===== config.mk =====
export PLATFORM = sky130hd
export DESIGN_NAME = vp_io_top
export DESIGN_NICKNAME = d
export VERILOG_FILES = /design/src/design/vp_cfg_pkg.sv /design/src/design/vp_video_pkg.sv /design/src/design/vp_clock_enables.sv /design/src/design/vp_cart_loader.sv /design/src/design/vp_ps2_decode.sv /design/src/design/vp_joy_input.sv /design/src/design/vp_color_out.sv /design/src/design/vp_io_top.sv
export SDC_FILE = /design/constraint.sdc
export NUM_CORES = 1
export LEC_CHECK = 0
export CORE_UTILIZATION = 49
export DETAILED_ROUTE_END_ITERATION = 7
export DONT_BUFFER_PORTS = 1
export HOLD_SLACK_MARGIN = 0.02
export PLACE_DENSITY = 0.74
export RECOVER_POWER = 25
export SYNTH_ARGS = -nofsm -noshare
export SYNTH_HDL_FRONTEND = slang
export SYNTH_HIERARCHICAL = 1
export SYNTH_SLANG_ARGS = --single-unit

===== constraint.sdc =====
create_clock -name clk_sys -period 2.8 [get_ports clk_sys]
set_clock_uncertainty 0.2 [all_clocks]
set_input_delay 0.56 -clock clk_sys [delete_from_list [all_inputs] [get_ports clk_sys]]
set_output_delay 0.56 -clock clk_sys [all_outputs]
set_load 0.01 [all_outputs]

===== src/design/vp_cfg_pkg.sv =====
//////////////////////////////////////////////////////////////////////
// System package for the Videopac I/O block
// TV standards, enable divisors, download indices, cartridge sizes
// and the special key codes of the console keyboard
//////////////////////////////////////////////////////////////////////

package vp_cfg_pkg;

	// TV standard select
	typedef enum logic {
		TV_NTSC = 1'b0,
		TV_PAL  = 1'b1
	} tv_std_t;

	// System clocks per enable pulse
	localparam int CPU_DIV_NTSC = 8;
	localparam int CPU_DIV_PAL  = 12;
	localparam int VDC_DIV_NTSC = 6;
	localparam int VDC_DIV_PAL  = 10;
	localparam int DIV_W        = 4;

	// Download index codes, below CHAR goes to program ROM
	localparam int LOAD_IDX_CART = 1;
	localparam int LOAD_IDX_XROM = 2;
	localparam int LOAD_IDX_CHAR = 3;

	// Cartridge sizes in words
	localparam int SIZE_4K  = 4096;
	localparam int SIZE_8K  = 8192;
	localparam int SIZE_16K = 16384;
	localparam int SIZE_W   = 16;

	// Memory address widths
	localparam int ROM_AW  = 14;
	localparam int CHAR_AW = 9;

	// Special key codes, zero means no key
	localparam logic [7:0] KEY_YES   = 8'h11;
	localparam logic [7:0] KEY_NO    = 8'h12;
	localparam logic [7:0] KEY_ENTER = 8'd10;
	localparam logic [7:0] KEY_BKSP  = 8'd8;

endpackage


===== src/design/vp_video_pkg.sv =====
//////////////////////////////////////////////////////////////////////
// Video package for the Videopac I/O block
// Colour index and RGB types, both palettes, greyscale weights
//////////////////////////////////////////////////////////////////////

package vp_video_pkg;

	// Field order is the palette index, red is the MSB
	typedef struct packed {
		logic red;
		logic green;
		logic blue;
		logic luma;
	} color_idx_t;

	typedef struct packed {
		logic [7:0] red;
		logic [7:0] green;
		logic [7:0] blue;
	} rgb_t;

	// Calibrated RF palette
	localparam rgb_t PAL_TV [16] = '{
		24'h000000, 24'h676767,
		24'h1a37be, 24'h5c80f6,
		24'h006d07, 24'h56c469,
		24'h2aaabe, 24'h77e6eb,
		24'h790000, 24'hc75151,
		24'h94309f, 24'hdc84e8,
		24'h77670b, 24'hc6b86a,
		24'hcecece, 24'hffffff
	};

	// Pure RGB palette, luma lifts each channel
	localparam rgb_t PAL_RGB [16] = '{
		24'h000000, 24'h494949,
		24'h0000b6, 24'h4949ff,
		24'h00b601, 24'h49ff49,
		24'h00b6c9, 24'h49ffff,
		24'hb60000, 24'hff4949,
		24'hb600b6, 24'hff49ff,
		24'hb6b600, 24'hffff49,
		24'hb6b6b6, 24'hffffff
	};

	// Luma weights, sum is 256
	localparam int GREY_WR = 77;
	localparam int GREY_WG = 150;
	localparam int GREY_WB = 29;

endpackage


===== src/design/vp_clock_enables.sv =====
//////////////////////////////////////////////////////////////////////
// CPU and video chip clock enable pulse generator
//////////////////////////////////////////////////////////////////////
`timescale 1ns/1ns

module vp_clock_enables (
	input  logic                clk_sys,
	input  logic                reset,
	input  vp_cfg_pkg::tv_std_t tv_std_i,
	output logic                cpu_en_o,
	output logic                vdc_en_o
);
	import vp_cfg_pkg::*;

	logic [DIV_W-1:0] cpu_ctr;
	logic [DIV_W-1:0] vdc_ctr;
	logic [DIV_W-1:0] cpu_last;
	logic [DIV_W-1:0] vdc_last;
	tv_std_t          tv_std_q;
	logic             std_change;

	// Terminal counts per standard
	assign cpu_last = (tv_std_i == TV_PAL) ? DIV_W'(CPU_DIV_PAL - 1) : DIV_W'(CPU_DIV_NTSC - 1);
	assign vdc_last = (tv_std_i == TV_PAL) ? DIV_W'(VDC_DIV_PAL - 1) : DIV_W'(VDC_DIV_NTSC - 1);

	// Tracks the standard through reset as well
	always_ff @(posedge clk_sys) begin
		tv_std_q <= tv_std_i;
	end
	assign std_change = (tv_std_q != tv_std_i);

	always_ff @(posedge clk_sys or posedge reset) begin
		if (reset) begin
			cpu_ctr  <= '0;
			vdc_ctr  <= '0;
			cpu_en_o <= 1'b0;
			vdc_en_o <= 1'b0;
		end else if (std_change) begin
			// Standard switch, both dividers restart
			cpu_ctr  <= '0;
			vdc_ctr  <= '0;
			cpu_en_o <= 1'b0;
			vdc_en_o <= 1'b0;
		end else begin
			cpu_en_o <= (cpu_ctr >= cpu_last);
			cpu_ctr  <= (cpu_ctr >= cpu_last) ? '0 : cpu_ctr + 1'b1;
			vdc_en_o <= (vdc_ctr >= vdc_last);
			vdc_ctr  <= (vdc_ctr >= vdc_last) ? '0 : vdc_ctr + 1'b1;
		end
	end

	// Single-cycle pulses only
	a_cpu_pulse: assert property (@(posedge clk_sys) disable iff (reset) cpu_en_o |=> !cpu_en_o);
	a_vdc_pulse: assert property (@(posedge clk_sys) disable iff (reset) vdc_en_o |=> !vdc_en_o);

endmodule


===== src/design/vp_cart_loader.sv =====
//////////////////////////////////////////////////////////////////////
// Cartridge and XROM download tracking with size counter
// Program and character ROM write steering, bank address map
//////////////////////////////////////////////////////////////////////
`timescale 1ns/1ns

module vp_cart_loader #(
	parameter int ROM_AW = vp_cfg_pkg::ROM_AW
) (
	input  logic                           clk_sys,
	input  logic                           reset,
	// Load side
	input  logic                           dl_i,
	input  logic                           dl_wr_i,
	input  logic [7:0]                     dl_index_i,
	input  logic [15:0]                    dl_addr_i,
	// Console side
	input  logic [11:0]                    cart_addr_i,
	input  logic                           bank0_i,
	input  logic                           bank1_i,
	input  logic                           cart_rd_n_i,
	input  logic                           cart_cs_n_i,
	input  logic [vp_cfg_pkg::CHAR_AW-1:0] char_addr_i,
	// Memory controls
	output logic [ROM_AW-1:0]              rom_addr_o,
	output logic                           rom_we_o,
	output logic                           rom_rd_o,
	output logic [vp_cfg_pkg::CHAR_AW-1:0] char_addr_o,
	output logic                           char_we_o
);
	import vp_cfg_pkg::*;

	logic              dl_q;
	logic              xrom;
	logic [SIZE_W-1:0] cart_size;
	logic              prog_sel;
	logic              char_sel;
	logic [ROM_AW-1:0] map_addr;

	assign prog_sel = (dl_index_i < 8'(LOAD_IDX_CHAR));
	assign char_sel = (dl_index_i == 8'(LOAD_IDX_CHAR));

	// Download start clears the size, every write counts
	always_ff @(posedge clk_sys or posedge reset) begin
		if (reset) begin
			dl_q      <= 1'b0;
			xrom      <= 1'b0;
			cart_size <= '0;
		end else begin
			dl_q <= dl_i;
			if (dl_i && !dl_q) begin
				cart_size <= '0;
				xrom      <= (dl_index_i == 8'(LOAD_IDX_XROM));
			end else if (dl_i && dl_wr_i) begin
				cart_size <= cart_size + 1'b1;
			end
		end
	end

	////////////////////////////////////////////////////////////////////
	// Bank mapping by loaded size
	////////////////////////////////////////////////////////////////////

	always_comb begin
		if (xrom) begin
			map_addr = ROM_AW'(cart_addr_i);
		end else begin
			case (cart_size)
				SIZE_W'(SIZE_4K):  map_addr = ROM_AW'({bank0_i, cart_addr_i[11], cart_addr_i[9:0]});
				SIZE_W'(SIZE_8K):  map_addr = ROM_AW'({bank1_i, bank0_i, cart_addr_i[11],
						cart_addr_i[9:0]});
				SIZE_W'(SIZE_16K): map_addr = ROM_AW'({bank1_i, bank0_i, cart_addr_i});
				// 2K and odd sizes, bit 10 unused
				default:           map_addr = ROM_AW'({cart_addr_i[11], cart_addr_i[9:0]});
			endcase
		end
	end

	// Load address wins during a program download
	assign rom_addr_o = (dl_i && prog_sel) ? dl_addr_i[ROM_AW-1:0] : map_addr;
	assign rom_we_o   = dl_wr_i && prog_sel;

	// XROM sits outside the bank0 window of the chip select
	assign rom_rd_o = xrom ? (cart_rd_n_i & ~(cart_cs_n_i & bank0_i)) : ~cart_rd_n_i;

	// Font download
	assign char_addr_o = (dl_i && char_sel) ? dl_addr_i[CHAR_AW-1:0] : char_addr_i;
	assign char_we_o   = dl_wr_i && char_sel;

	a_one_rom_we: assert property (@(posedge clk_sys) disable iff (reset)
		!(rom_we_o && char_we_o));

endmodule


===== src/design/vp_ps2_decode.sv =====
//////////////////////////////////////////////////////////////////////
// PS/2 key strobe detection and scan code to ASCII table
//////////////////////////////////////////////////////////////////////
`timescale 1ns/1ns

module vp_ps2_decode (
	input  logic        clk_sys,
	input  logic        reset,
	input  logic [10:0] ps2_key_i,
	output logic        ps2_changed_o,
	output logic [7:0]  ps2_ascii_o,
	output logic        ps2_released_o
);
	import vp_cfg_pkg::*;

	logic strobe_q;
	logic toggle;

	// Set-2 scan codes, extended bit ignored
	function automatic logic [7:0] scan_to_ascii(input logic [7:0] sc);
		logic [7:0] code;
		case (sc)
			8'h16: code = "1";
			8'h1e: code = "2";
			8'h26: code = "3";
			8'h25: code = "4";
			8'h2e: code = "5";
			8'h36: code = "6";
			8'h3d: code = "7";
			8'h3e: code = "8";
			8'h46: code = "9";
			8'h45: code = "0";
			8'h1c: code = "a";
			8'h32: code = "b";
			8'h21: code = "c";
			8'h23: code = "d";
			8'h24: code = "e";
			8'h2b: code = "f";
			8'h34: code = "g";
			8'h33: code = "h";
			8'h43: code = "i";
			8'h3b: code = "j";
			8'h42: code = "k";
			8'h4b: code = "l";
			8'h3a: code = "m";
			8'h31: code = "n";
			8'h44: code = "o";
			8'h4d: code = "p";
			8'h15: code = "q";
			8'h2d: code = "r";
			8'h1b: code = "s";
			8'h2c: code = "t";
			8'h3c: code = "u";
			8'h2a: code = "v";
			8'h1d: code = "w";
			8'h22: code = "x";
			8'h35: code = "y";
			8'h1a: code = "z";
			8'h29: code = " ";
			// Keypad and main row symbols
			8'h79: code = "+";
			8'h7b: code = "-";
			8'h7c: code = "*";
			8'h4a: code = "/";
			8'h55: code = "=";
			// GUI keys answer yes/no prompts
			8'h1f: code = KEY_YES;
			8'h27: code = KEY_NO;
			8'h5a: code = KEY_ENTER;
			8'h66: code = KEY_BKSP;
			default: code = 8'h00;
		endcase
		return code;
	endfunction

	// Bit 10 flips once per key event
	assign toggle = (strobe_q != ps2_key_i[10]);

	always_ff @(posedge clk_sys or posedge reset) begin
		if (reset) begin
			strobe_q       <= 1'b0;
			ps2_changed_o  <= 1'b0;
			ps2_ascii_o    <= 8'h00;
			ps2_released_o <= 1'b1;
		end else begin
			strobe_q       <= ps2_key_i[10];
			ps2_changed_o  <= toggle;
			// Bit 9 set means pressed
			ps2_released_o <= ~ps2_key_i[9];
			if (toggle) begin
				ps2_ascii_o <= scan_to_ascii(ps2_key_i[7:0]);
			end
		end
	end

endmodule


===== src/design/vp_joy_input.sv =====
//////////////////////////////////////////////////////////////////////
// Joystick numpad events merged with PS/2 key events
// Active-low direction, action and reset outputs
//////////////////////////////////////////////////////////////////////
`timescale 1ns/1ns

module vp_joy_input (
	input  logic        clk_sys,
	input  logic        reset,
	input  logic [15:0] joy_a_i,
	input  logic [15:0] joy_b_i,
	input  logic        swap_i,
	input  logic        ps2_changed_i,
	input  logic [7:0]  ps2_ascii_i,
	input  logic        ps2_released_i,
	output logic        key_ready_o,
	output logic [7:0]  key_ascii_o,
	output logic        key_released_o,
	output logic [1:0]  joy_up_n_o,
	output logic [1:0]  joy_down_n_o,
	output logic [1:0]  joy_left_n_o,
	output logic [1:0]  joy_right_n_o,
	output logic [1:0]  joy_action_n_o,
	output logic        joy_reset_n_o
);
	logic [15:0] pad_p1;
	logic [15:0] pad_p2;
	logic [9:0]  numpad;
	logic [9:0]  numpad_q;
	logic [9:0]  joy_changed;
	logic        joy_released;
	logic [7:0]  joy_ascii;

	// Lowest set bit wins, bit 9 is digit zero
	function automatic logic [7:0] pad_digit(input logic [9:0] pad);
		logic [7:0] code;
		code = 8'h00;
		for (int i = 9; i >= 0; i--) begin
			if (pad[i]) begin
				code = (i == 9) ? "0" : 8'("1" + i);
			end
		end
		return code;
	endfunction

	// Either pad may type digits
	assign numpad = joy_a_i[15:6] | joy_b_i[15:6];

	always_ff @(posedge clk_sys or posedge reset) begin
		if (reset) begin
			numpad_q     <= '0;
			joy_changed  <= '0;
			joy_released <= 1'b1;
			joy_ascii    <= 8'h00;
		end else begin
			numpad_q     <= numpad;
			joy_changed  <= numpad ^ numpad_q;
			joy_released <= (numpad == '0);
			// Last digit held until the next press
			if (numpad != '0) begin
				joy_ascii <= pad_digit(numpad);
			end
		end
	end

	// Key event merge, PS/2 has priority
	assign key_ready_o    = ps2_changed_i | (|joy_changed);
	assign key_ascii_o    = ps2_changed_i ? ps2_ascii_i : joy_ascii;
	assign key_released_o = ps2_released_i & joy_released;

	////////////////////////////////////////////////////////////////////
	// Pad outputs, player one in the upper bit
	////////////////////////////////////////////////////////////////////

	assign pad_p1 = swap_i ? joy_b_i : joy_a_i;
	assign pad_p2 = swap_i ? joy_a_i : joy_b_i;

	assign joy_up_n_o     = {~pad_p1[3], ~pad_p2[3]};
	assign joy_down_n_o   = {~pad_p1[2], ~pad_p2[2]};
	assign joy_left_n_o   = {~pad_p1[1], ~pad_p2[1]};
	assign joy_right_n_o  = {~pad_p1[0], ~pad_p2[0]};
	assign joy_action_n_o = {~pad_p1[4], ~pad_p2[4]};
	assign joy_reset_n_o  = ~joy_a_i[5] & ~joy_b_i[5];

endmodule


===== src/design/vp_color_out.sv =====
//////////////////////////////////////////////////////////////////////
// Colour index to RGB through palette lookup
// Optional greyscale TV, one register stage
//////////////////////////////////////////////////////////////////////
`timescale 1ns/1ns

module vp_color_out (
	input  logic                     clk_sys,
	input  logic                     reset,
	input  vp_video_pkg::color_idx_t color_i,
	input  logic                     rgb_pal_i,
	input  logic                     mono_i,
	output vp_video_pkg::rgb_t       rgb_o
);
	import vp_video_pkg::*;

	logic [3:0]  pal_idx;
	rgb_t        entry;
	logic [15:0] grey_sum;
	logic [7:0]  grey;
	rgb_t        rgb_next;

	// Struct bits form the index directly
	assign pal_idx = color_i;
	assign entry   = rgb_pal_i ? PAL_RGB[pal_idx] : PAL_TV[pal_idx];

	// Weighted luma, weights sum to 256
	assign grey_sum = 16'(GREY_WR * entry.red + GREY_WG * entry.green + GREY_WB * entry.blue);
	assign grey     = grey_sum[15:8];

	always_comb begin
		if (mono_i) begin
			rgb_next = '{red: grey, green: grey, blue: grey};
		end else begin
			rgb_next = entry;
		end
	end

	always_ff @(posedge clk_sys or posedge reset) begin
		if (reset) begin
			rgb_o <= '0;
		end else begin
			rgb_o <= rgb_next;
		end
	end

endmodule


===== src/design/vp_io_top.sv =====
//////////////////////////////////////////////////////////////////////
// Videopac I/O glue top level
// Clock enables, cartridge loader, keyboard, joysticks, colour
//////////////////////////////////////////////////////////////////////
`timescale 1ns/1ns

module vp_io_top #(
	parameter int ROM_AW = vp_cfg_pkg::ROM_AW
) (
	input  logic                           clk_sys,
	input  logic                           reset,
	// Clock enables
	input  vp_cfg_pkg::tv_std_t            tv_std_i,
	output logic                           cpu_en_o,
	output logic                           vdc_en_o,
	// Download and cartridge bus
	input  logic                           dl_i,
	input  logic                           dl_wr_i,
	input  logic [7:0]                     dl_index_i,
	input  logic [15:0]                    dl_addr_i,
	input  logic [11:0]                    cart_addr_i,
	input  logic                           bank0_i,
	input  logic                           bank1_i,
	input  logic                           cart_rd_n_i,
	input  logic                           cart_cs_n_i,
	input  logic [vp_cfg_pkg::CHAR_AW-1:0] char_addr_i,
	output logic [ROM_AW-1:0]              rom_addr_o,
	output logic                           rom_we_o,
	output logic                           rom_rd_o,
	output logic [vp_cfg_pkg::CHAR_AW-1:0] char_addr_o,
	output logic                           char_we_o,
	// Keyboard and joysticks
	input  logic [10:0]                    ps2_key_i,
	input  logic [15:0]                    joy_a_i,
	input  logic [15:0]                    joy_b_i,
	input  logic                           swap_i,
	output logic                           key_ready_o,
	output logic [7:0]                     key_ascii_o,
	output logic                           key_released_o,
	output logic [1:0]                     joy_up_n_o,
	output logic [1:0]                     joy_down_n_o,
	output logic [1:0]                     joy_left_n_o,
	output logic [1:0]                     joy_right_n_o,
	output logic [1:0]                     joy_action_n_o,
	output logic                           joy_reset_n_o,
	// Colour, index order red green blue luma
	input  logic [3:0]                     color_i,
	input  logic                           rgb_pal_i,
	input  logic                           mono_i,
	output logic [7:0]                     rgb_r_o,
	output logic [7:0]                     rgb_g_o,
	output logic [7:0]                     rgb_b_o
);
	import vp_video_pkg::*;

	logic       ps2_changed;
	logic [7:0] ps2_ascii;
	logic       ps2_released;
	color_idx_t color_s;
	rgb_t       rgb_s;

	assign color_s = color_i;
	assign rgb_r_o = rgb_s.red;
	assign rgb_g_o = rgb_s.green;
	assign rgb_b_o = rgb_s.blue;

	vp_clock_enables u_clk_en (
		.clk_sys(clk_sys), .reset(reset), .tv_std_i(tv_std_i),
		.cpu_en_o(cpu_en_o), .vdc_en_o(vdc_en_o)
	);

	vp_cart_loader #(.ROM_AW(ROM_AW)) u_cart (
		.clk_sys(clk_sys), .reset(reset),
		.dl_i(dl_i), .dl_wr_i(dl_wr_i), .dl_index_i(dl_index_i), .dl_addr_i(dl_addr_i),
		.cart_addr_i(cart_addr_i), .bank0_i(bank0_i), .bank1_i(bank1_i),
		.cart_rd_n_i(cart_rd_n_i), .cart_cs_n_i(cart_cs_n_i), .char_addr_i(char_addr_i),
		.rom_addr_o(rom_addr_o), .rom_we_o(rom_we_o), .rom_rd_o(rom_rd_o),
		.char_addr_o(char_addr_o), .char_we_o(char_we_o)
	);

	vp_ps2_decode u_ps2 (
		.clk_sys(clk_sys), .reset(reset), .ps2_key_i(ps2_key_i),
		.ps2_changed_o(ps2_changed), .ps2_ascii_o(ps2_ascii), .ps2_released_o(ps2_released)
	);

	vp_joy_input u_joy (
		.clk_sys(clk_sys), .reset(reset),
		.joy_a_i(joy_a_i), .joy_b_i(joy_b_i), .swap_i(swap_i),
		.ps2_changed_i(ps2_changed), .ps2_ascii_i(ps2_ascii), .ps2_released_i(ps2_released),
		.key_ready_o(key_ready_o), .key_ascii_o(key_ascii_o), .key_released_o(key_released_o),
		.joy_up_n_o(joy_up_n_o), .joy_down_n_o(joy_down_n_o),
		.joy_left_n_o(joy_left_n_o), .joy_right_n_o(joy_right_n_o),
		.joy_action_n_o(joy_action_n_o), .joy_reset_n_o(joy_reset_n_o)
	);

	vp_color_out u_color (
		.clk_sys(clk_sys), .reset(reset), .color_i(color_s),
		.rgb_pal_i(rgb_pal_i), .mono_i(mono_i), .rgb_o(rgb_s)
	);

endmodule


==> flow_summary.yaml, run 1 <==
outcome:
  status: "finished with violations"
  violations: "negative setup slack"
route:
  wl_per_cell_um: 17.8
  drc: 0
  vias_per_cell: 5.70
  drtIter0Drc: 661
  vias: 8333
  firstDrtPassIters: 5
  wl_um: 26000
  drtAntennaViolNets: 0
setup_path:
  cp-end-kind: "register"
  slowest_delay_ns: 0.53
  critical_path_required_ns: 2.84
  crit_type: "primary input to register"
  cp-start-kind: "primary input"
  critPathArrivalTime_ns: 6.97
  critPathSlowestCell: "fa_2"
  worstReg2RegStart: "u_cart/cart_size[5]"
  worstPathMaxFanout: 14
  cp_common_cell: "fa_1"
  crit_start: "color_i[0]"
clocking:
  cts_made_buffers: 9
  path_clk_slew_ns: 0.07
  cts_tree: "done"
  ctsHtreeMaxLevel: 3
  cts.sinks: 89
  root_buffer: "clkbuf_16"
  clock_path_buffers: 2
  clkLatencyLatePin_ns: 0.33
timing:
  fin_ws_ns: -4.13
  clock.fmax_mhz: 144
  relSlewSlack_pct: 36.8
  fin_hold_ws_ns: 0.0161
  hold_violations: 0
  slew_violations: 0
  tightest_slew_ns: 0.947
  rsz0062_at_grt: "yes"
  period_share_pct: 248
  setup_violations: 24
  fin_crit_ns: 6.93
yosys:
  synth-edff-count: 0
  synth_nets: 1331
  avgSynthCellArea_sq_um: 8.93
  ys_seq_elements: 89
  synthCells: 1062
  yosys_warnings: 6
  yosysUniqueCellTypes: 96
  async_flop_share_pct: 98.9
  syn_area_sq_um: 9490
  ys_seq_area_share_pct: 23.5
  synth_ff_type: "dfrtp_1"
final_layout:
  nets: 1465
  drive_gt1_share_pct: 28.8
  final_util_pct: 62.4
  multi_input_area_sq_um: 7090
  regArea_sq_um: 2220
  layout_common_cells: "155 x buf_4, 139 x inv_1, 93 x ha_1"
  layout_commonest_cell: "buf_4"
  syn_to_final_growth_pct: 23.8
  fill_cells: 1484
  antenna_cells: 0
placed_design:
  routabilityCongestion: 0.918
  dpl.hpwl_um: 20600
  io_buffers: 0
die:
  die-height_um: 141
  die_w_um: 141
  io_pins: 177
  core_area_sq_um: 18800
  die-area_sq_um: 19900
  rows: 50
  start_util_pct: 50.4
grt:
  grt_max_degree: 38
  grt_use_total_pct: 26.3
  grt_pass1_wl_um: 41600
  overflow: 0
  grt_pass1_vias: 8258
  antenna_found_initial: 0
run:
  maxCapViolCount: 0
worst_hold_path:
  hp-class: "primary input to asynchronous set/reset pin"
==> state kept, by name, indices dropped and copies added, names as in the netlist <==
| register | count |
|---|---|
| u_cart/cart_size | 16 |
| u_cart/dl_q | 1 |
| u_cart/xrom | 1 |
| u_clk_en/cpu_ctr | 4 |
| u_clk_en/cpu_en_o | 1 |
| u_clk_en/tv_std_q | 1 |
| u_clk_en/vdc_ctr | 4 |
| u_clk_en/vdc_en_o | 1 |
| u_color/rgb_o | 24 |
| u_joy/joy_ascii | 5 |
| u_joy/joy_changed | 10 |
| u_joy/joy_released | 1 |
| u_joy/numpad_q | 10 |
| u_ps2/ps2_ascii_o | 7 |
| u_ps2/ps2_changed_o | 1 |
| u_ps2/ps2_released_o | 1 |
| u_ps2/strobe_q | 1 |
==> metrics by stage <==
| step | worst slack (ns) | cell area (sq um) | setup TNS [ns] | instances |
|---|---|---|---|---|
| after floorplan | -4.42 | 9750 | -99.55 | 1062 |
| after global placement | -4.48 | 10900 | -103.53 | 1427 |
| after detailed placement | -4.67 | 10900 | -106.71 | 1427 |
| after CTS | -4.13 | 11500 | -96.59 | 1453 |
| after global routing | -4.42 | 11700 | -103.09 | 1461 |
| final | -4.13 | 11700 | -97.08 | 1461 |
==> cell families after synthesis <==
group	after synthesis	share of synthesized area (%)
DFF	89	23.5
other	1	0.0395
and+or+nand+nor	299	16.8
adders and majority gates	165	26.1
xor gates and xnor gates	33	3.13
muxes	45	5.18
buffers and inverters	194	8.43
AOI/OAI and AO/OA	236	16.9
==> worst paths after layout <==
| path | endpoint | slack [ns] | depth (start not counted) |
|---|---|---|---|
| max | u_color/rgb_o[5] | -4.13 | 29 |
| min | u_cart/cart_size[12] | 0.02 | 1 |
| max reg2reg | u_cart/cart_size[14] | 0.70 | 4 |
| min reg2reg | u_joy/joy_changed[3] | 0.24 | 1 |
| max in group asynchronous | u_color/rgb_o[7] | 1.52 | 3 |
| min in group clk_sys | u_ps2/ps2_released_o | 0.04 | 1 |
==> metal layers <==
metal  wire length [um]  up-vias  GRT usage [%]
met4                485        2           6.29
met1              11700     4074           36.7
li1                   -     3948              -
met5                 37        -              0
met3               1470       40           3.50
met2              12300      269           43.2
==> critical path: cells and delay by family <==
family	cells	cell delay (ns)
buf+inv	8	0.75
mux	1	0.26
xor+xnor	1	0.15
compound gates	5	0.92
simple gates	3	0.19
fa+ha+maj	11	4.14
==> layout make-up <==
class                           count  area share [%]
Sequential cell                    89            18.9
Timing Repair Buffer              162            10.5
Inverter                          155            5.02
Clock buffer                        9            1.92
Multi-Input combinational cell    779            60.4
Clock inverter                      7           0.511
Tap cell                          260            2.77
==> cell usage after synthesis, types with 10 or more instances <==
library cell	n	area (sq um)
inv_1	153	574
ha_1	110	1380
dfrtp_1	86	2150
nand2_1	74	278
a21oi_1	65	325
nor2_1	62	233
fa_1	55	1100
o21ai_0	47	235
mux2_2	29	327
nand3_1	29	145
xnor2_1	26	228
nand2b_1	20	125
nor2b_1	18	113
nor3_1	17	85.1
clkbuf_1	15	56.3
mux2i_1	15	150
o31ai_1	13	97.6
a211oi_1	12	90.1
o211ai_1	12	90.1
a21o_1	11	82.6
nand4_1	11	68.8
a31oi_1	10	62.6
==> repair_timing <==
action                                  4_1_cts  5_1_grt
setup buffers                                10        9
hold buffers                                  1        0
pin swaps                                    41       29
endpoints found under the hold margin        43        0
resized for setup                            41       39
endpoints found under the setup margin       25       28
Power of run 1 is left out: the tool's default activity adds up to more than one toggle a clock period on the data nets, which glitch-free logic cannot reach.
==> run 2: changes to the inputs <==
==> constraint.sdc (replaced) <==
create_clock -name clk_sys -period 8.2 [get_ports clk_sys]
set_clock_uncertainty 0.2 [all_clocks]
set_input_delay 1.64 -clock clk_sys [delete_from_list [all_inputs] [get_ports clk_sys]]
set_output_delay 1.64 -clock clk_sys [all_outputs]
set_load 0.01 [all_outputs]
==> run 2 against run 1 <==
Net effect:
- the run still ends with negative setup slack left
- global-route usage shrank 2.8 points
- die area is the same
- utilization fell by 4.5 points
- sequential share of layout area increased by 1.5 points
- count of clock-buffer cells in the layout rose by 2
- first-iteration DRC count down 36%
- hold slack improved by 0.23 ns
- worst setup slack improved by 4.1 ns
- non-clock buffer count down 82
- wire length is 10% lower
- via count down 5.1%
- final area shrank 7.2%
==> flow_summary.yaml, run 2 (synthesis gave the netlist of run 1 again) <==
grt:
  grt_pass1_wl_um: 37700
  grt_max_degree: 38
  grt_use_total_pct: 23.6
  overflow: 0
  grt_pass1_vias: 7670
  antenna_found_initial: 0
outcome:
  violations: "negative setup slack"
  status: "finished with violations"
clocking:
  clkLatencyLatePin_ns: 0.33
  root_buffer: "clkbuf_16"
  ctsHtreeMaxLevel: 3
  clock_path_buffers: 2
  cts_tree: "done"
  cts_made_buffers: 9
  cts.sinks: 89
  path_clk_slew_ns: 0.07
die:
  io_pins: 177
  die-area_sq_um: 19900
  die-height_um: 141
  die_w_um: 141
  rows: 50
  start_util_pct: 50.4
  core_area_sq_um: 18800
final_layout:
  largestRegisters: "u_color/rgb_o: 24 flops, u_cart/cart_size: 16 flops"
  multi_input_area_sq_um: 6840
  regMostFlops: "u_color/rgb_o"
  layout_commonest_cell: "inv_1"
  nets: 1383
  antenna_cells: 0
  layout_common_cells: "144 x inv_1, 96 x ha_1, 86 x dfrtp_1"
  largest_reg_flops: 24
  drive_gt1_share_pct: 20.7
  fill_cells: 1599
  syn_to_final_growth_pct: 15.0
  regArea_sq_um: 2220
timing:
  setup_violations: 4
  tightest_slew_ns: 1.03
  fin_hold_ws_ns: 0.246
  rsz0062_at_grt: "yes"
  slew_violations: 0
  fin_crit_ns: 8.23
  period_share_pct: 100
  hold_violations: 0
  fin_ws_ns: -0.0338
  clock.fmax_mhz: 121
  relSlewSlack_pct: 31.1
placed_design:
  place_ws_ns: -0.496
  routabilityCongestion: 0.905
  io_buffers: 0
  dpl.hpwl_um: 18400
setup_path:
  critPathArrivalTime_ns: 8.23
  critPathSlowestCell: "fa_1"
  slowest_delay_ns: 0.51
  critical_path_required_ns: 8.20
  crit_start: "color_i[0]"
  crit_type: "primary input to register"
  cp-end-kind: "register"
  cp_common_cell: "fa_1"
  cp-start-kind: "primary input"
  worstReg2RegStart: "u_ps2/strobe_q"
  worstPathMaxFanout: 14
route:
  wl_um: 23400
  drtAntennaViolNets: 0
  drtIter0Drc: 426
  wl_per_cell_um: 17.0
  firstDrtPassIters: 5
  vias: 7907
  drc: 0
  vias_per_cell: 5.73
run:
  maxCapViolCount: 0
worst_hold_path:
  min_from: "u_joy/numpad_q[2]"
  hp-class: "register to register"
[run 2: changes by cell type in the layout (fill, tap and decap cells not counted), moves of 5 or more]
| cell | change |
|---|---|
| o21ai_2 | -5 |
| o21ai_0 | +6 |
| inv_1 | +5 |
| inv_2 | -5 |
| buf_4 | -77 |
[run 2: cell type report]
type | count | area share (%)
flip-flops and latches | 89 | 20.4
clock inverters | 5 | 0.585
clock buffers | 11 | 2.32
well taps | 260 | 2.98
multi-input cells | 779 | 62.7
repair buffers | 80 | 5.65
inverters | 155 | 5.40
[run 2: layer usage]
metal | vias to the layer above | track usage [%] | share of wire, %
met3 | 35 | 3.67 | 5.1
met1 | 3860 | 32.0 | 45
li1 | 3789 | - | -
met4 | 0 | 5.55 | 1.9
met2 | 223 | 39.3 | 48
met5 | - | 0 | 0
[run 2: worst paths after layout]
path,to,slack (ns),depth (start not counted)
setup / recovery,u_color/rgb_o[15],-0.03,31
hold / removal,u_joy/joy_changed[2],0.25,1
setup reg to reg,u_ps2/ps2_ascii_o[4],6.08,4
hold reg to reg,u_joy/joy_changed[2],0.25,1
max in group asynchronous,u_color/rgb_o[4],5.99,1
min in group asynchronous,u_ps2/ps2_changed_o,0.96,1
[run 2: worst max-delay path: cells and delay by family]
kind | cells | cell delay [ns]
buffers and inverters | 7 | 0.58
XOR/XNOR | 1 | 0.18
AND/OR/NAND/NOR | 6 | 1.03
adder cells (fa/ha/maj) | 11 | 4.00
AO/OA/AOI/OAI | 6 | 0.80
[run 2: metrics by stage]
stage | utilization [%] | std cells | setup TNS [ns] | cell area, sq um
6_report | 57.9 | 1379 | -0.0733 | 10900
5_1_grt | 57.9 | 1379 | -3.72 | 10900
4_1_cts | 57.0 | 1373 | -0.0127 | 10700
3_5_place_dp | 54.8 | 1352 | -8.48 | 10300
3_3_place_gp | 54.8 | 1352 | -6.66 | 10300
2_1_floorplan | - | 1062 | -0.260 | 9680
[run 2: timing repair]
| action | CTS | global route |
|---|---|---|
| pin swaps | 12 | 28 |
| hold buffers | 0 | 0 |
| setup buffers | 5 | 6 |
| resized for setup | 10 | 33 |
| endpoints found under the setup margin | 20 | 24 |
Power of run 2 is left out for the same reason.
==> run 3: changes to the inputs <==
--- a/config.mk
+++ b/config.mk
@@ -9,7 +9,7 @@
 export DETAILED_ROUTE_END_ITERATION = 7
 export DONT_BUFFER_PORTS = 1
 export HOLD_SLACK_MARGIN = 0.02
-export PLACE_DENSITY = 0.74
+export PLACE_DENSITY_LB_ADDON = 0.15
 export RECOVER_POWER = 25
 export SYNTH_ARGS = -nofsm -noshare
 export SYNTH_HDL_FRONTEND = slang
==> run 3 against run 2 <==
Net effect:
- sequential share of layout area down 0.18 points
- final area grew 0.88%
- final cell count rose by 0.29%
- the flow now finishes without violations
- register-to-register slack got worse by 0.05 ns
- critical path type unchanged
- global-route usage is 0.39 points higher
- first-iteration DRC count shrank 8.0%
- worst setup slack gained 0.039 ns
==> flow_summary.yaml, run 3 (synthesis gave the netlist of run 1 again) <==
clocking:
  clkLatencyLatePin_ns: 0.35
  cts.sinks: 89
  cts_tree: "done"
  root_buffer: "clkbuf_16"
  clock_path_buffers: 2
  cts_made_buffers: 9
  path_clk_slew_ns: 0.06
  hold_buffers: 0
  ctsHtreeMaxLevel: 3
die:
  start_util_pct: 50.4
  io_pins: 177
  core_area_sq_um: 18800
  rows: 50
  die_w_um: 141
  die-height_um: 141
  die-area_sq_um: 19900
timing:
  clock.fmax_mhz: 122
  hold_violations: 0
  period_share_pct: 99.9
  fin_crit_ns: 8.19
  rsz0062_at_grt: "yes"
  relSlewSlack_pct: 30.5
  fin_ws_ns: 0.00534
  tightest_slew_ns: 1.04
  slew_violations: 0
  setup_violations: 0
setup_path:
  reg2reg_slack_ns: 6.03
  critPathArrivalTime_ns: 8.24
  crit_start: "color_i[0]"
  crit_buf_inv: 9
  cp-start-kind: "primary input"
  worstReg2RegEnd: "u_ps2/ps2_ascii_o[4]"
  endpoint: "u_color/rgb_o[13]"
  worstReg2RegStart: "u_ps2/strobe_q"
  path_depth: 30
  reg2reg_depth: 4
  critical_path_required_ns: 8.25
  slowest_delay_ns: 0.58
  critPathSlowestCell: "fa_2"
  cp_top_family: "adder cells"
  cp-end-kind: "register"
  worstPathMaxFanout: 14
  crit_type: "primary input to register"
run:
  maxCapViolCount: 0
final_layout:
  drive_gt1_share_pct: 21.6
  largestRegisters: "u_color/rgb_o: 24 flops, u_cart/cart_size: 16 flops"
  fill_cells: 1646
  nets: 1387
  layout_common_cells: "141 x inv_1, 96 x ha_1, 86 x dfrtp_1"
  layout_commonest_cell: "inv_1"
  regMostFlops: "u_color/rgb_o"
  antenna_cells: 0
  syn_to_final_growth_pct: 16.0
  largest_reg_flops: 24
grt:
  overflow: 0
  grt_pass1_vias: 7452
  grt_pass1_wl_um: 37600
  grt_use_total_pct: 24.0
  antenna_found_initial: 0
  grt_max_degree: 38
route:
  drtIter0Drc: 392
  drtAntennaViolNets: 0
  vias: 7828
  vias_per_cell: 5.66
  wl_per_cell_um: 17.0
  drc: 0
  firstDrtPassIters: 5
  wl_um: 23600
worst_hold_path:
  hp-class: "register to register"
placed_design:
  routabilityCongestion: 0.885
  place_ws_ns: -0.456
  dpl.hpwl_um: 18600
  io_buffers: 0
outcome:
  status: "completed"
==> run 3: cell types whose count changed in the layout (fill, tap and decap cells not counted), sizes merged <==
cell      before  now
inv          153  154
clkinv         3    4
clkinvlp       3    2
clkbuf        11   10
buf           80   84
==> run 3: worst min-delay path by stage <==
stage	start	end	slack, ns	cells after the start
floorplan	u_joy/numpad_q[5]	u_joy/joy_changed[5]	0.22	1
global placement	u_joy/numpad_q[5]	u_joy/joy_changed[5]	0.22	1
detailed placement	u_joy/numpad_q[5]	u_joy/joy_changed[5]	0.23	1
CTS	u_joy/numpad_q[5]	u_joy/joy_changed[5]	0.24	1
global route	u_joy/numpad_q[9]	u_joy/joy_changed[9]	0.26	1
finish	u_joy/numpad_q[5]	u_joy/joy_changed[5]	0.24	1
==> run 3: metal layers <==
metal  up-vias  share of wire (%)  wire length (um)  track usage, %
met3        22                4.7              1120            3.33
met4         0                1.2               289            6.06
met1      3804                 46             10800            32.7
li1       3795                  -                 -               -
met2       207                 48             11400            40.0
met5         -                  0                 0               0
==> run 3: worst reg2reg max path, delay by kind of cell (launching register included) <==
kind	cells	cell delay (ns)
AOI/OAI and AO/OA	2	0.41
xor gates and xnor gates	1	0.74
DFF	1	0.37
and+or+nand+nor	1	0.30
==> run 3: metrics by stage <==
step | hold slack [ns] | std cells | TNS [ns] | cell area (sq um) | util, %
finish | 0.235 | 1383 | 0 | 11000 | 58.4
global route | 0.257 | 1383 | -2.73 | 11000 | 58.4
CTS | 0.239 | 1372 | 0 | 10700 | 56.6
detailed placement | 0.230 | 1356 | -6.92 | 10300 | 54.9
global placement | 0.221 | 1356 | -5.95 | 10300 | 54.9
floorplan | 0.220 | 1062 | -0.260 | 9680 | -
==> run 3: timing repair <==
item                                    4_1_cts  5_1_grt
buffers inserted                              0       11
pin swaps                                     1       43
gates resized for setup                       4       59
endpoints found under the setup margin        5       24
==> run 3: area by class of cell <==
class / instances / area, sq um / share of cell area [%]
clock inverter: 6 / 66.3 / 0.603
tap: 260 / 325 / 2.96
sequential: 89 / 2220 / 20.2
clock buffer: 10 / 239 / 2.17
timing repair buffer: 84 / 653 / 5.94
multi-input combinational: 779 / 6910 / 62.8
inverter: 155 / 589 / 5.36
Power of run 3 is left out for the same reason.
